$ cat src/design/hpsdr_settings.svh
// Frame geometry, header bytes, frame type codes and register offsets
`ifndef HPSDR_SETTINGS_SVH
`define HPSDR_SETTINGS_SVH

// Frame geometry in bytes
`define HPSDR_FRAME_BYTES  1032
`define HPSDR_SUB_BYTES    512
`define HPSDR_HDR_BYTES    8
`define HPSDR_WIDE_SAMPLES 512

// Header and sync bytes
`define HPSDR_MAGIC0       8'hef
`define HPSDR_MAGIC1       8'hfe
`define HPSDR_EP_BYTE      8'h01
`define HPSDR_TYPE_IQ      8'h06
`define HPSDR_TYPE_WIDE    8'h04
`define HPSDR_SYNC         8'h7f

// Register offsets
`define REG_CTRL           4'h0
`define REG_BS_PERIOD      4'h4

`endif

$ cat src/design/hpsdr_pkg.sv
// Shared types for the AXI4-Lite channels, sample words and byte beats
package hpsdr_pkg;

  // Master side of the register bus
  typedef struct packed {
    logic        aw_valid;
    logic [3:0]  aw_addr;
    logic        w_valid;
    logic [31:0] w_data;
    logic [3:0]  w_strb;
    logic        b_ready;
    logic        ar_valid;
    logic [3:0]  ar_addr;
    logic        r_ready;
  } axil_req_t;

  // Slave side of the register bus
  typedef struct packed {
    logic        aw_ready;
    logic        w_ready;
    logic        b_valid;
    logic [1:0]  b_resp;
    logic        ar_ready;
    logic        r_valid;
    logic [31:0] r_data;
    logic [1:0]  r_resp;
  } axil_rsp_t;

  // Last marks the final word of a receiver round
  typedef struct packed {
    logic [23:0] data;
    logic        last;
  } iq_word_t;

  typedef struct packed {
    logic signed [11:0] data;
  } bs_sample_t;

  typedef struct packed {
    logic [7:0] data;
    logic       last;
  } byte_beat_t;

endpackage

$ cat src/design/hpsdr_cfg_regs.sv
// AXI4-Lite register slave holding the run bit and the bandscope period
`timescale 1ns/1ps
`include "hpsdr_settings.svh"

module hpsdr_cfg_regs import hpsdr_pkg::*; (
  input  logic       clk,
  input  logic       rst_n,
  input  axil_req_t  axil_req,
  output axil_rsp_t  axil_rsp,
  output logic       run,
  output logic [6:0] bs_period
);

  logic        wr_ack;
  logic        b_valid;
  logic        ar_ack;
  logic        r_valid;
  logic [31:0] r_data;
  logic        wr_go;
  logic        rd_go;
  logic [31:0] rd_mux;

  // Accept a write only with address and data both present
  assign wr_go = axil_req.aw_valid && axil_req.w_valid && !wr_ack && !b_valid;
  assign rd_go = axil_req.ar_valid && !ar_ack && !r_valid;

  always_comb begin
    case (axil_req.ar_addr)
      `REG_CTRL:      rd_mux = {31'd0, run};
      `REG_BS_PERIOD: rd_mux = {25'd0, bs_period};
      default:        rd_mux = 32'd0;
    endcase
  end

  always_ff @(posedge clk) begin
    if (!rst_n) begin
      wr_ack    <= 1'b0;
      b_valid   <= 1'b0;
      ar_ack    <= 1'b0;
      r_valid   <= 1'b0;
      run       <= 1'b0;
      bs_period <= 7'd0;
    end else begin
      wr_ack <= wr_go;
      ar_ack <= rd_go;

      if (wr_ack) begin
        b_valid <= 1'b1;
      end else if (b_valid && axil_req.b_ready) begin
        b_valid <= 1'b0;
      end

      if (ar_ack) begin
        r_valid <= 1'b1;
      end else if (r_valid && axil_req.r_ready) begin
        r_valid <= 1'b0;
      end

      // Both fields live in byte lane 0
      if (wr_ack && axil_req.w_strb[0]) begin
        case (axil_req.aw_addr)
          `REG_CTRL:      run <= axil_req.w_data[0];
          `REG_BS_PERIOD: bs_period <= axil_req.w_data[6:0];
          default:        ;
        endcase
      end
    end
  end

  always_ff @(posedge clk) begin
    if (ar_ack) begin
      r_data <= rd_mux;
    end
  end

  always_comb begin
    axil_rsp.aw_ready = wr_ack;
    axil_rsp.w_ready  = wr_ack;
    axil_rsp.b_valid  = b_valid;
    axil_rsp.b_resp   = 2'b00;
    axil_rsp.ar_ready = ar_ack;
    axil_rsp.r_valid  = r_valid;
    axil_rsp.r_data   = r_data;
    axil_rsp.r_resp   = 2'b00;
  end

endmodule

$ cat src/design/sample_skid_buf.sv
// Two-entry valid/ready register slice with a type parameter for the payload
`timescale 1ns/1ps

module sample_skid_buf #(
  parameter type payload_t = logic [7:0]
) (
  input  logic     clk,
  input  logic     rst_n,
  input  payload_t in_data,
  input  logic     in_valid,
  output logic     in_ready,
  output payload_t out_data,
  output logic     out_valid,
  input  logic     out_ready
);

  payload_t skid_data;
  logic     skid_valid;
  logic     out_free;

  // Upstream ready comes from a flop, never from out_ready
  assign in_ready = !skid_valid;
  assign out_free = out_ready || !out_valid;

  always_ff @(posedge clk) begin
    if (!rst_n) begin
      out_valid  <= 1'b0;
      skid_valid <= 1'b0;
    end else if (out_free) begin
      out_valid  <= skid_valid || in_valid;
      skid_valid <= 1'b0;
    end else if (in_valid && in_ready) begin
      skid_valid <= 1'b1;
    end
  end

  always_ff @(posedge clk) begin
    if (out_free) begin
      out_data <= skid_valid ? skid_data : in_data;
    end else if (in_valid && in_ready) begin
      skid_data <= in_data;
    end
  end

endmodule

$ cat src/design/iq_frame_gen.sv
// Type-06 IQ frame builder with sync, C&C, sample rounds, mic bytes and padding
`timescale 1ns/1ps
`include "hpsdr_settings.svh"

module iq_frame_gen import hpsdr_pkg::*; (
  input  logic       clk,
  input  logic       rst_n,
  input  logic       run,
  input  iq_word_t   iq_data,
  input  logic       iq_valid,
  output logic       iq_ready,
  output byte_beat_t beat,
  output logic       beat_valid,
  input  logic       beat_ready
);

  typedef enum logic [2:0] {S_HDR, S_SYNC, S_DATA, S_MIC, S_PAD} state_t;

  state_t      state;
  logic [2:0]  idx;
  logic [9:0]  sub_left;
  logic        sub_no;
  logic [9:0]  round_cnt;
  logic [1:0]  c0_addr;
  logic [31:0] seq;
  logic        fire;
  logic        sub_end;
  logic        room;

  assign fire    = beat_valid && beat_ready;
  // sub_left counts the byte on offer
  assign sub_end = (state != S_HDR) && (sub_left == 10'd1);
  // Enough space left for a round as long as the one now ending
  assign room    = (sub_left - 10'd1) >= (round_cnt + 10'd1);
  // Word popped with its low byte
  assign iq_ready = (state == S_DATA) && (idx == 3'd2) && beat_ready;

  always_comb begin
    beat.data  = 8'h00;
    beat.last  = 1'b0;
    beat_valid = 1'b1;
    case (state)
      S_HDR: begin
        case (idx)
          3'd0:    beat.data = `HPSDR_MAGIC0;
          3'd1:    beat.data = `HPSDR_MAGIC1;
          3'd2:    beat.data = `HPSDR_EP_BYTE;
          3'd3:    beat.data = `HPSDR_TYPE_IQ;
          3'd4:    beat.data = seq[31:24];
          3'd5:    beat.data = seq[23:16];
          3'd6:    beat.data = seq[15:8];
          default: beat.data = seq[7:0];
        endcase
        // Frame opens only when samples are on hand
        if (idx == 3'd0) begin
          beat_valid = run && iq_valid;
        end
      end
      S_SYNC: begin
        if (idx < 3'd3) begin
          beat.data = `HPSDR_SYNC;
        end else if (idx == 3'd3) begin
          beat.data = {3'b000, c0_addr, 3'b000};
        end
      end
      S_DATA: begin
        beat_valid = iq_valid;
        case (idx)
          3'd0:    beat.data = iq_data.data[23:16];
          3'd1:    beat.data = iq_data.data[15:8];
          default: beat.data = iq_data.data[7:0];
        endcase
      end
      default: beat.data = 8'h00;
    endcase
    beat.last = sub_no && sub_end;
  end

  always_ff @(posedge clk) begin
    if (!rst_n) begin
      state     <= S_HDR;
      idx       <= 3'd0;
      sub_left  <= 10'd0;
      sub_no    <= 1'b0;
      round_cnt <= 10'd0;
      c0_addr   <= 2'd0;
      seq       <= 32'd0;
    end else begin
      if (!run && state == S_HDR && idx == 3'd0) begin
        seq <= 32'd0;
      end
      if (fire) begin
        idx <= idx + 3'd1;
        if (state != S_HDR) begin
          sub_left <= sub_left - 10'd1;
        end
        if (state == S_DATA || state == S_MIC) begin
          round_cnt <= round_cnt + 10'd1;
        end
        if (sub_end) begin
          idx <= 3'd0;
          if (sub_no) begin
            state <= S_HDR;
          end else begin
            state    <= S_SYNC;
            sub_no   <= 1'b1;
            sub_left <= 10'(`HPSDR_SUB_BYTES);
          end
        end else begin
          case (state)
            S_HDR: begin
              if (idx == 3'(`HPSDR_HDR_BYTES - 1)) begin
                state    <= S_SYNC;
                idx      <= 3'd0;
                sub_no   <= 1'b0;
                sub_left <= 10'(`HPSDR_SUB_BYTES);
                seq      <= seq + 32'd1;
              end
            end
            S_SYNC: begin
              // C0 address moves on once per subframe
              if (idx == 3'd7) begin
                state     <= S_DATA;
                idx       <= 3'd0;
                c0_addr   <= c0_addr + 2'd1;
                round_cnt <= 10'd0;
              end
            end
            S_DATA: begin
              if (idx == 3'd2) begin
                idx <= 3'd0;
                if (iq_data.last) begin
                  state <= S_MIC;
                end
              end
            end
            S_MIC: begin
              if (idx == 3'd1) begin
                idx       <= 3'd0;
                round_cnt <= 10'd0;
                state     <= room ? S_DATA : S_PAD;
              end
            end
            default: state <= S_PAD;
          endcase
        end
      end
    end
  end

endmodule

$ cat src/design/wide_frame_gen.sv
// Type-04 wideband frame builder from 12-bit bandscope samples
`timescale 1ns/1ps
`include "hpsdr_settings.svh"

module wide_frame_gen import hpsdr_pkg::*; (
  input  logic       clk,
  input  logic       rst_n,
  input  logic       run,
  input  bs_sample_t bs_data,
  input  logic       bs_valid,
  output logic       bs_ready,
  output byte_beat_t beat,
  output logic       beat_valid,
  input  logic       beat_ready
);

  typedef enum logic {S_HDR, S_SAMP} state_t;

  state_t      state;
  logic [2:0]  idx;
  logic        half;
  logic [8:0]  samp_cnt;
  logic [31:0] seq;
  logic        fire;
  logic        samp_last;

  assign fire      = beat_valid && beat_ready;
  assign samp_last = (samp_cnt == 9'(`HPSDR_WIDE_SAMPLES - 1));
  // Sample leaves with its high byte
  assign bs_ready  = (state == S_SAMP) && half && beat_ready;

  always_comb begin
    beat.data  = 8'h00;
    beat.last  = 1'b0;
    beat_valid = bs_valid;
    if (state == S_HDR) begin
      case (idx)
        3'd0:    beat.data = `HPSDR_MAGIC0;
        3'd1:    beat.data = `HPSDR_MAGIC1;
        3'd2:    beat.data = `HPSDR_EP_BYTE;
        3'd3:    beat.data = `HPSDR_TYPE_WIDE;
        3'd4:    beat.data = seq[31:24];
        3'd5:    beat.data = seq[23:16];
        3'd6:    beat.data = seq[15:8];
        default: beat.data = seq[7:0];
      endcase
      beat_valid = (idx == 3'd0) ? (run && bs_valid) : 1'b1;
    end else if (half) begin
      beat.data = {{4{bs_data.data[11]}}, bs_data.data[11:8]};
      beat.last = samp_last;
    end else begin
      beat.data = bs_data.data[7:0];
    end
  end

  always_ff @(posedge clk) begin
    if (!rst_n) begin
      state    <= S_HDR;
      idx      <= 3'd0;
      half     <= 1'b0;
      samp_cnt <= 9'd0;
      seq      <= 32'd0;
    end else begin
      if (!run && state == S_HDR && idx == 3'd0) begin
        seq <= 32'd0;
      end
      if (fire) begin
        if (state == S_HDR) begin
          idx <= idx + 3'd1;
          if (idx == 3'(`HPSDR_HDR_BYTES - 1)) begin
            state    <= S_SAMP;
            idx      <= 3'd0;
            half     <= 1'b0;
            samp_cnt <= 9'd0;
            seq      <= seq + 32'd1;
          end
        end else begin
          half <= !half;
          if (half) begin
            samp_cnt <= samp_cnt + 9'd1;
            if (samp_last) begin
              state <= S_HDR;
            end
          end
        end
      end
    end
  end

endmodule

$ cat src/design/frame_arbiter.sv
// Frame-boundary arbiter between IQ and wideband sources with bandscope countdown
`timescale 1ns/1ps

module frame_arbiter import hpsdr_pkg::*; (
  input  logic       clk,
  input  logic       rst_n,
  input  logic [6:0] bs_period,
  input  byte_beat_t iq_beat,
  input  logic       iq_valid,
  output logic       iq_ready,
  input  byte_beat_t wide_beat,
  input  logic       wide_valid,
  output logic       wide_ready,
  output byte_beat_t udp_beat,
  output logic       udp_valid,
  input  logic       udp_ready
);

  logic       busy;
  logic       grant_wide;
  logic [6:0] countdown;
  logic       pick_wide;
  logic       sel_wide;

  // Wideband frame is due and ready to go
  assign pick_wide = (bs_period != 7'd0) && (countdown == 7'd0) && wide_valid;
  // Source is locked from the first offered byte to the last
  assign sel_wide  = busy ? grant_wide : pick_wide;

  assign udp_beat   = sel_wide ? wide_beat : iq_beat;
  assign udp_valid  = sel_wide ? wide_valid : iq_valid;
  assign iq_ready   = !sel_wide && udp_ready;
  assign wide_ready = sel_wide && udp_ready;

  always_ff @(posedge clk) begin
    if (!rst_n) begin
      busy       <= 1'b0;
      grant_wide <= 1'b0;
      countdown  <= 7'd0;
    end else if (udp_valid && udp_ready && udp_beat.last) begin
      busy <= 1'b0;
    end else if (!busy && udp_valid) begin
      busy       <= 1'b1;
      grant_wide <= sel_wide;
      if (sel_wide) begin
        countdown <= bs_period;
      end else if (countdown != 7'd0) begin
        countdown <= countdown - 7'd1;
      end
    end
  end

endmodule

$ cat src/design/hpsdr_upstream_top.sv
// Upstream packer top with register slave, skid buffers, frame builders and arbiter
`timescale 1ns/1ps

module hpsdr_upstream_top import hpsdr_pkg::*; (
  input  logic       clk,
  input  logic       rst_n,
  input  axil_req_t  axil_req,
  output axil_rsp_t  axil_rsp,
  input  iq_word_t   iq_in,
  input  logic       iq_valid,
  output logic       iq_ready,
  input  bs_sample_t bs_in,
  input  logic       bs_valid,
  output logic       bs_ready,
  output byte_beat_t udp_beat,
  output logic       udp_valid,
  input  logic       udp_ready
);

  logic       run;
  logic [6:0] bs_period;

  iq_word_t   iq_buf_data;
  logic       iq_buf_valid;
  logic       iq_buf_ready;
  bs_sample_t bs_buf_data;
  logic       bs_buf_valid;
  logic       bs_buf_ready;

  byte_beat_t iq_gen_beat;
  logic       iq_gen_valid;
  logic       iq_gen_ready;
  byte_beat_t wide_gen_beat;
  logic       wide_gen_valid;
  logic       wide_gen_ready;

  hpsdr_cfg_regs u_cfg (
    .clk       (clk),
    .rst_n     (rst_n),
    .axil_req  (axil_req),
    .axil_rsp  (axil_rsp),
    .run       (run),
    .bs_period (bs_period)
  );

  sample_skid_buf #(.payload_t(iq_word_t)) u_iq_buf (
    .clk       (clk),
    .rst_n     (rst_n),
    .in_data   (iq_in),
    .in_valid  (iq_valid),
    .in_ready  (iq_ready),
    .out_data  (iq_buf_data),
    .out_valid (iq_buf_valid),
    .out_ready (iq_buf_ready)
  );

  sample_skid_buf #(.payload_t(bs_sample_t)) u_bs_buf (
    .clk       (clk),
    .rst_n     (rst_n),
    .in_data   (bs_in),
    .in_valid  (bs_valid),
    .in_ready  (bs_ready),
    .out_data  (bs_buf_data),
    .out_valid (bs_buf_valid),
    .out_ready (bs_buf_ready)
  );

  iq_frame_gen u_iq_gen (
    .clk        (clk),
    .rst_n      (rst_n),
    .run        (run),
    .iq_data    (iq_buf_data),
    .iq_valid   (iq_buf_valid),
    .iq_ready   (iq_buf_ready),
    .beat       (iq_gen_beat),
    .beat_valid (iq_gen_valid),
    .beat_ready (iq_gen_ready)
  );

  wide_frame_gen u_wide_gen (
    .clk        (clk),
    .rst_n      (rst_n),
    .run        (run),
    .bs_data    (bs_buf_data),
    .bs_valid   (bs_buf_valid),
    .bs_ready   (bs_buf_ready),
    .beat       (wide_gen_beat),
    .beat_valid (wide_gen_valid),
    .beat_ready (wide_gen_ready)
  );

  frame_arbiter u_arb (
    .clk        (clk),
    .rst_n      (rst_n),
    .bs_period  (bs_period),
    .iq_beat    (iq_gen_beat),
    .iq_valid   (iq_gen_valid),
    .iq_ready   (iq_gen_ready),
    .wide_beat  (wide_gen_beat),
    .wide_valid (wide_gen_valid),
    .wide_ready (wide_gen_ready),
    .udp_beat   (udp_beat),
    .udp_valid  (udp_valid),
    .udp_ready  (udp_ready)
  );

endmodule

$ cat config.mk
export PLATFORM = sky130hd
export DESIGN_NAME = hpsdr_upstream_top
export DESIGN_NICKNAME = d
export VERILOG_FILES = /design/src/design/hpsdr_pkg.sv /design/src/design/hpsdr_cfg_regs.sv /design/src/design/sample_skid_buf.sv /design/src/design/iq_frame_gen.sv /design/src/design/wide_frame_gen.sv /design/src/design/frame_arbiter.sv /design/src/design/hpsdr_upstream_top.sv
export VERILOG_INCLUDE_DIRS = /design/src /design/src/design
export SDC_FILE = /design/constraint.sdc
export NUM_CORES = 1
export LEC_CHECK = 0
export CAP_MARGIN = 40
export CORE_MARGIN = 5
export CORE_UTILIZATION = 55
export CTS_CLUSTER_DIAMETER = 80
export CTS_CLUSTER_SIZE = 30
export DETAILED_ROUTE_END_ITERATION = 6
export DONT_BUFFER_PORTS = 1
export GPL_TIMING_DRIVEN = 0
export PLACE_DENSITY_LB_ADDON = 0.1
export SETUP_SLACK_MARGIN = 0.15
export SYNTH_ARGS = -nofsm -noshare
export SYNTH_HDL_FRONTEND = slang
export SYNTH_SLANG_ARGS = --single-unit
$ cat constraint.sdc
create_clock -name clk -period 5.4 [get_ports clk]
set_clock_uncertainty 0.1 [all_clocks]
set_input_delay 0.54 -clock clk [delete_from_list [all_inputs] [get_ports clk]]
set_output_delay 0.54 -clock clk [all_outputs]
set_load 0.02 [all_outputs]
[After elaboration in Yosys (flattened, before gate mapping)]
Index checks and enable logic that the tools add are counted.
Operators by class
  order comparisons: 2
  multiplexer cells: 72
  add/subtract/negate cells: 9
  shift-type cells: 0
  reduce and logical (&&, ||, !) cells: 79
  bitwise gates (word level): 6
  multipliers: 0
  eq/ne operators: 27
  divide/modulo/power cells: 0
Operators with widths (number)
  $mux W32: 9
  $pmux W8 S7: 2
  $mux W10: 9
  $add A32 B1 Y32 const B: 2
  $mux W3: 12
  $mux W9: 4
  $logic_and A1 B1 Y1: 31
  $mux W25: 1
  $eq A3 B3 Y1 const B: 8
  $mux W8: 3
  $pmux W8 S3: 1
  $mux W1: 21
  $pmux W10 S2: 1
  $eq A3 B2 Y1 const B: 6
  $pmux W8 S2: 1
  $mux W7: 2
  $pmux W7 S2: 1
  $reduce_and A2 Y1: 7
  $reduce_bool A7 Y1: 2
  $logic_not A1 Y1: 12
  $mux W12: 1
  $ne A3 B2 Y1 const B: 4
  $pmux W3 S4: 1
  $reduce_bool A2 Y1: 6
  27 further kinds: 48
Storage, ports and cells
  memory bits (writable): 0
  bits in read-only memories: 0
  memories kept: 0
  bits in registers: 238
  output and inout bits: 53
  latch bits: 0

[Logic depth before layout (Yosys ltp)]
  depth after elaboration: 11
  gate-level depth with buffers: 12
  mapped depth without buffers: 12

[Modules after synthesis]
A second synthesis with hierarchy kept.
Unflattened totals
  cell total of the unflattened synthesis: 1232
  area, all modules: 11743.8 sq um
By module, submodules not included
  iq_frame_gen: instances 1, area an instance 4020.1 sq um, seq. area each 1221.2 sq um, cells each 522
  wide_frame_gen: instances 1, area an instance 2932.8 sq um, seq. area each 920.9 sq um, cells each 361
  sample_skid_buf at u_iq_buf: instances 1, area an instance 1981.9 sq um, seq. area each 1541.5 sq um, cells each 86
  hpsdr_cfg_regs: instances 1, area an instance 1011.0 sq um, seq. area each 450.4 sq um, cells each 101
  sample_skid_buf at u_bs_buf: instances 1, area an instance 994.7 sq um, seq. area each 760.7 sq um, cells each 46
  frame_arbiter: instances 1, area an instance 803.3 sq um, seq. area each 180.2 sq um, cells each 116

[Worst setup path after synthesis]
OpenSTA, ideal clock, no wires.
  path type: register to register
  start: register u_arb.countdown[0]
  end: register u_iq_buf.skid_data[0] (netlist name), enable pin
  data arrival time: 4.967 ns
  required time: 4.856 ns
  setup slack: -0.111 ns
  clock period less this slack: 5.511 ns
  cell stages (with the launch flop): 10
  library setup time: 0.444 ns
  cells stage by stage: dfxtp_1 > inv_1 > ha_1 > or4b_4 > nor2_1 > a31o_2 > buf_4 > buf_2 > o21ai_0 > nor3b_1
On the way
  cells in the longest elaborated chain, start to end: 10
Ends and longest elaborated chain
  start: declaration: RTL line frame_arbiter.sv:21  | logic [6:0] countdown;
  start signal: assignment: RTL line frame_arbiter.sv:46  | countdown <= bs_period;
  start signal: assignment: RTL line frame_arbiter.sv:48  | countdown <= countdown - 7'd1;
  $logic_not A7 Y1: RTL line frame_arbiter.sv:26  | assign pick_wide = (bs_period != 7'd0) && (countdown == 7'd0) && wide_valid;
  $logic_and A1 B1 Y1 (2 in series): RTL line frame_arbiter.sv:26
  $mux W1: RTL line frame_arbiter.sv:28  | assign sel_wide = busy ? grant_wide : pick_wide;
  $logic_not A1 Y1: RTL line frame_arbiter.sv:32  | assign iq_ready = !sel_wide && udp_ready;
  $logic_and A1 B1 Y1: RTL line frame_arbiter.sv:32
  $logic_and A1 B1 Y1: RTL line iq_frame_gen.sv:36  | assign iq_ready = (state == S_DATA) && (idx == 3'd2) && beat_ready;
  $logic_or A1 B1 Y1: RTL line sample_skid_buf.sv:23  | assign out_free = out_ready || !out_valid;
  via u_iq_buf.out_free: RTL line sample_skid_buf.sv:19  | logic out_free;
  $not A1 Y1 (no line)
  $reduce_and A2 Y1 (no line)
  end signal: assignment: RTL line sample_skid_buf.sv:41  | skid_data <= in_data;
  end: declaration: RTL line sample_skid_buf.sv:17  | payload_t skid_data;
The timed path passes the listed nets, and every way through them passes these cells.
A chain may end at the register's enable or synchronous reset.

==> summary.log <==
INFO  yosys          multiplexer_share_of_the_synthesized_area=5.29%
INFO  routing        ant_nets=0
INFO  cts            post_cts_resize_count=0
INFO  global_routing grt_antenna_before_repair=0
INFO  floorplanning  core-area=0.0210sqmm
INFO  cts            clock-sinks=213
INFO  floorplanning  design.die.area=0.0243sqmm
INFO  routing        drc_errors=0
INFO  cts            hold_buffers=0
INFO  sta            timing.max_slew.rel_slack=30.9%
INFO  yosys          synth-adder-area-share=3.21%
INFO  worst_setup_path crit_path_cell_trace=inv_1 -> ha_1 -> or4b_4 -> nor2_1 -> a31oi_2 -> clkbuf_1 -> clkbuf_1 -> o32ai_1
INFO  sta            maxSlewViolCount=0
INFO  worst_setup_path worstRegToRegCells=10
INFO  hold_path      worstHoldPathType=in -> reg
INFO  hold_path      hold_path_startpoint=iq_in[19]
INFO  global_routing via_count_of_the_first_global_routing_pass=9495
INFO  cts            clock_latency=490ps
INFO  cts            clock_tree.htree_level_count=1
INFO  cts            clk_transition_reported_paths=110ps
INFO  cells_and_area final_core_util=60.7%
INFO  sta            fmaxAchievable=219MHz
INFO  yosys          synth_area_per_cell=9.21squm
INFO  yosys          synthFlopType=dfxtp_1
INFO  power          p_per_area=239mW/mm^2
INFO  yosys          synth_compound_gate_area_share=17.6%
INFO  worst_setup_path timing.setup.critical_path_class=reg -> out
INFO  cts            cts_made_buffers=14
INFO  yosys          post_synthesis_share_of_cell_area_spent_on_and_or_nand_and_nor_gates=21.3%
INFO  worst_setup_path critPathLaunchType=register
INFO  worst_setup_path critPathTopFamily=compound AO/OA/AOI/OAI gates
INFO  power          worst_ir_drop_vdd=0.280mV
INFO  cts            ctsLongestPathBuffers=3
INFO  yosys          synth_enable_flop_cells=81
INFO  placement      finalWeightedCongestion=0.975
INFO  sta            unrepaired_setup_endpoints_after_global_routing=false
INFO  cts            cts_setup_buffers=0
INFO  global_routing grtUsageTotal=25.9%
INFO  worst_setup_path cp.required=4760ps
INFO  yosys          xor_xnor_cell_area_share_of_the_yosys_netlist=3.82%
INFO  cells_and_area layout-drive-gt1-share=11.0%
INFO  worst_setup_path setup_crit_start=u_arb.countdown[0]
INFO  global_routing first_pass_grt_wire_length=51200microns
INFO  placement      portBuffers=0
INFO  floorplanning  die-width=156microns
INFO  yosys          postSynthCellCount=1269
INFO  worst_setup_path worstPathMaxFanout=10
INFO  floorplanning  floorplan.die.height=156microns
INFO  sta            worstMarginPinSlew=1030ps
INFO  run_status     outcome=finished clean
INFO  yosys          synthArstFlopShare=0%
INFO  routing        drt-initial-drc-count=861
INFO  run            cap_violations=0
INFO  cells_and_area fin_cells=1606
INFO  worst_setup_path reg2reg_from=u_wide_gen.idx[0]
INFO  worst_setup_path cp_slowest_stage_delay=880ps
INFO  placement      placed_instances=1582
INFO  worst_setup_path cpMostUsedCell=clkbuf_1
INFO  worst_setup_path timing.critical_path.buf_inv=3
INFO  cells_and_area insertedDiodeCount=0
INFO  worst_setup_path cp_num_cells=8
INFO  worst_setup_path cp.arrival=3930ps
INFO  yosys          synth-seq-cells=213
INFO  worst_setup_path cp-end-kind=output port
INFO  cts            cts_tree=yes
INFO  sta            report.final.setup_viol=0
INFO  floorplanning  row_count=53
INFO  yosys          synthDistinctLibCells=83
INFO  worst_setup_path crit_path_end=udp_beat[4]
INFO  routing        route.vias.total=10100
INFO  yosys          synth_seq_area_share=43.4%
INFO  cells_and_area area_delta_synth_final=8.81%
INFO  worst_setup_path cpMaxStageDelayCell=o32ai_1
INFO  placement      detailed_place_hpwl=24000microns
INFO  routing        drt_first_pass_iters=6
INFO  routing        drt-wirelength-per-cell=20.1microns
INFO  sta            report.final.hold_viol_count=0
INFO  cts            clock_root_buffer=clkbuf_16
INFO  sta            finalCritPeriodShare=84.6%
INFO  yosys          post_synth_instance_area=0.0117sqmm
INFO  floorplanning  ios=144
INFO  global_routing grt_max_degree=31
INFO  routing        route.detailed.vias_per_inst=6.27
INFO  floorplanning  start_util=55.8%
INFO  sta            final.min_clock_period=4570ps
INFO  cells_and_area final_net_count=1445
INFO  worst_setup_path reg2reg_to=u_bs_buf.skid_data[7]
INFO  routing        drt_wl_total=32300microns
INFO  global_routing gr-total-overflow=0
INFO  yosys          ys_warn_count=0
INFO  power          power.static_leakage=0.00439uW
INFO  worst_setup_path timing.reg2reg.setup_slack=1530ps
INFO  yosys          dominant_combinational_cell_family_by_area_after_synthesis=simple AND/OR/NAND/NOR gates
per-stage QoR:
stage	power, uW	setup WS, ps	instance area [sq um]	hold slack [ps]	setup TNS, ps
after floorplan	1860	307	11800	320	0
after detailed placement	1900	1440	12200	340	0
after CTS	3060	850	12700	17.9	0
after global routing	3130	658	12700	7.50	0
final	3040	831	12700	26.7	0
after global placement	1900	-1160	12100	335	-28950
registers in the layout (all words and copies together), names as in the netlist, 2 cells and up:
name / cells
u_iq_gen.c0_addr: 2
u_cfg.r_data: 7
u_iq_gen.seq: 32
u_arb.countdown: 7
u_wide_gen.seq: 32
u_wide_gen.samp_cnt: 9
u_iq_gen.sub_left: 10
u_wide_gen.idx: 3
u_cfg.bs_period: 7
u_bs_buf.out_data: 12
u_iq_buf.out_data: 25
u_iq_buf.skid_data: 25
u_bs_buf.skid_data: 12
u_iq_gen.round_cnt: 10
u_iq_gen.state: 3
u_iq_gen.idx: 3
cell usage after synthesis (19+ instances only):
| master | count | share of area, % |
|---|---|---|
| dfxtp_1 | 132 | 23 |
| a31oi_1 | 23 | 1.2 |
| clkbuf_1 | 48 | 1.5 |
| ha_1 | 30 | 3.2 |
| and2_1 | 21 | 1.1 |
| inv_1 | 28 | 0.90 |
| nand4_1 | 37 | 2.0 |
| nand2_1 | 106 | 3.4 |
| xnor2_1 | 26 | 1.9 |
| nor3_1 | 38 | 1.6 |
| buf_4 | 36 | 2.3 |
| xor2_1 | 25 | 1.9 |
| edfxtp_1 | 81 | 21 |
| a22oi_1 | 21 | 1.3 |
| o21ai_0 | 64 | 2.7 |
| and3_1 | 21 | 1.1 |
| nor2_1 | 107 | 3.4 |
| mux2i_1 | 19 | 1.6 |
| nand3_1 | 56 | 2.4 |
| a21oi_1 | 78 | 3.3 |
| mux2_2 | 38 | 3.7 |
final cells by class:
class                   count  area, sq um
plain buffers             100          520
clock buffers              16          379
clock inverters             7         95.1
fillers                  1895         8230
inverters                  30          113
multi-input cells         954         6100
flip-flops and latches    213         5070
well taps                 275          344
repair buffers             11         92.6
report_power, final:
part	total (uW)	internal, uW	switching, uW
sequential	1730	1710	14.4
combinational	138	52.4	85.8
clock	1180	549	626
worst min path at each step:
stage	end	slack [ps]	cells past startpoint
floorplan	u_cfg.wr_ack	320	1
global placement	u_cfg.wr_ack	340	1
detailed placement	u_cfg.wr_ack	340	1
CTS	u_iq_buf.skid_data[6]	20	0
global route	u_iq_buf.skid_data[19]	8	0
finish	u_iq_buf.skid_data[19]	30	0
kinds of logic (layout without fill, tap and decap cells):
family,count (synthesis),after routing
AND/OR/NAND/NOR,481,481
flip-flops,213,213
AO/OA/AOI/OAI,306,306
multiplexers,57,57
adder cells (fa/ha/maj),30,30
buffers and inverters,130,164
XOR/XNOR,51,51
other,1,29
cells in the final DEF (no fill, tap or decap), drive strengths merged, types with 26 or more instances in the layout:
cell type,Yosys,routed
clkbuf,48,65
o21ai,66,66
nand3,56,56
conb,1,29
nor2,107,107
nor3,39,39
inv,28,35
xnor2,26,26
ha,30,30
mux2,38,38
nand2,108,108
buf,52,61
edfxtp,81,81
dfxtp,132,132
a21oi,78,78
nand4,37,37
per-layer routing:
metal  wire length, microns  GRT usage, %
met3                   2530          4.16
met1                  13700          35.4
met5                      0             0
met4                    815          6.75
met2                  15300          43.0
No activity file was read; power rests on OpenSTA's default activity.
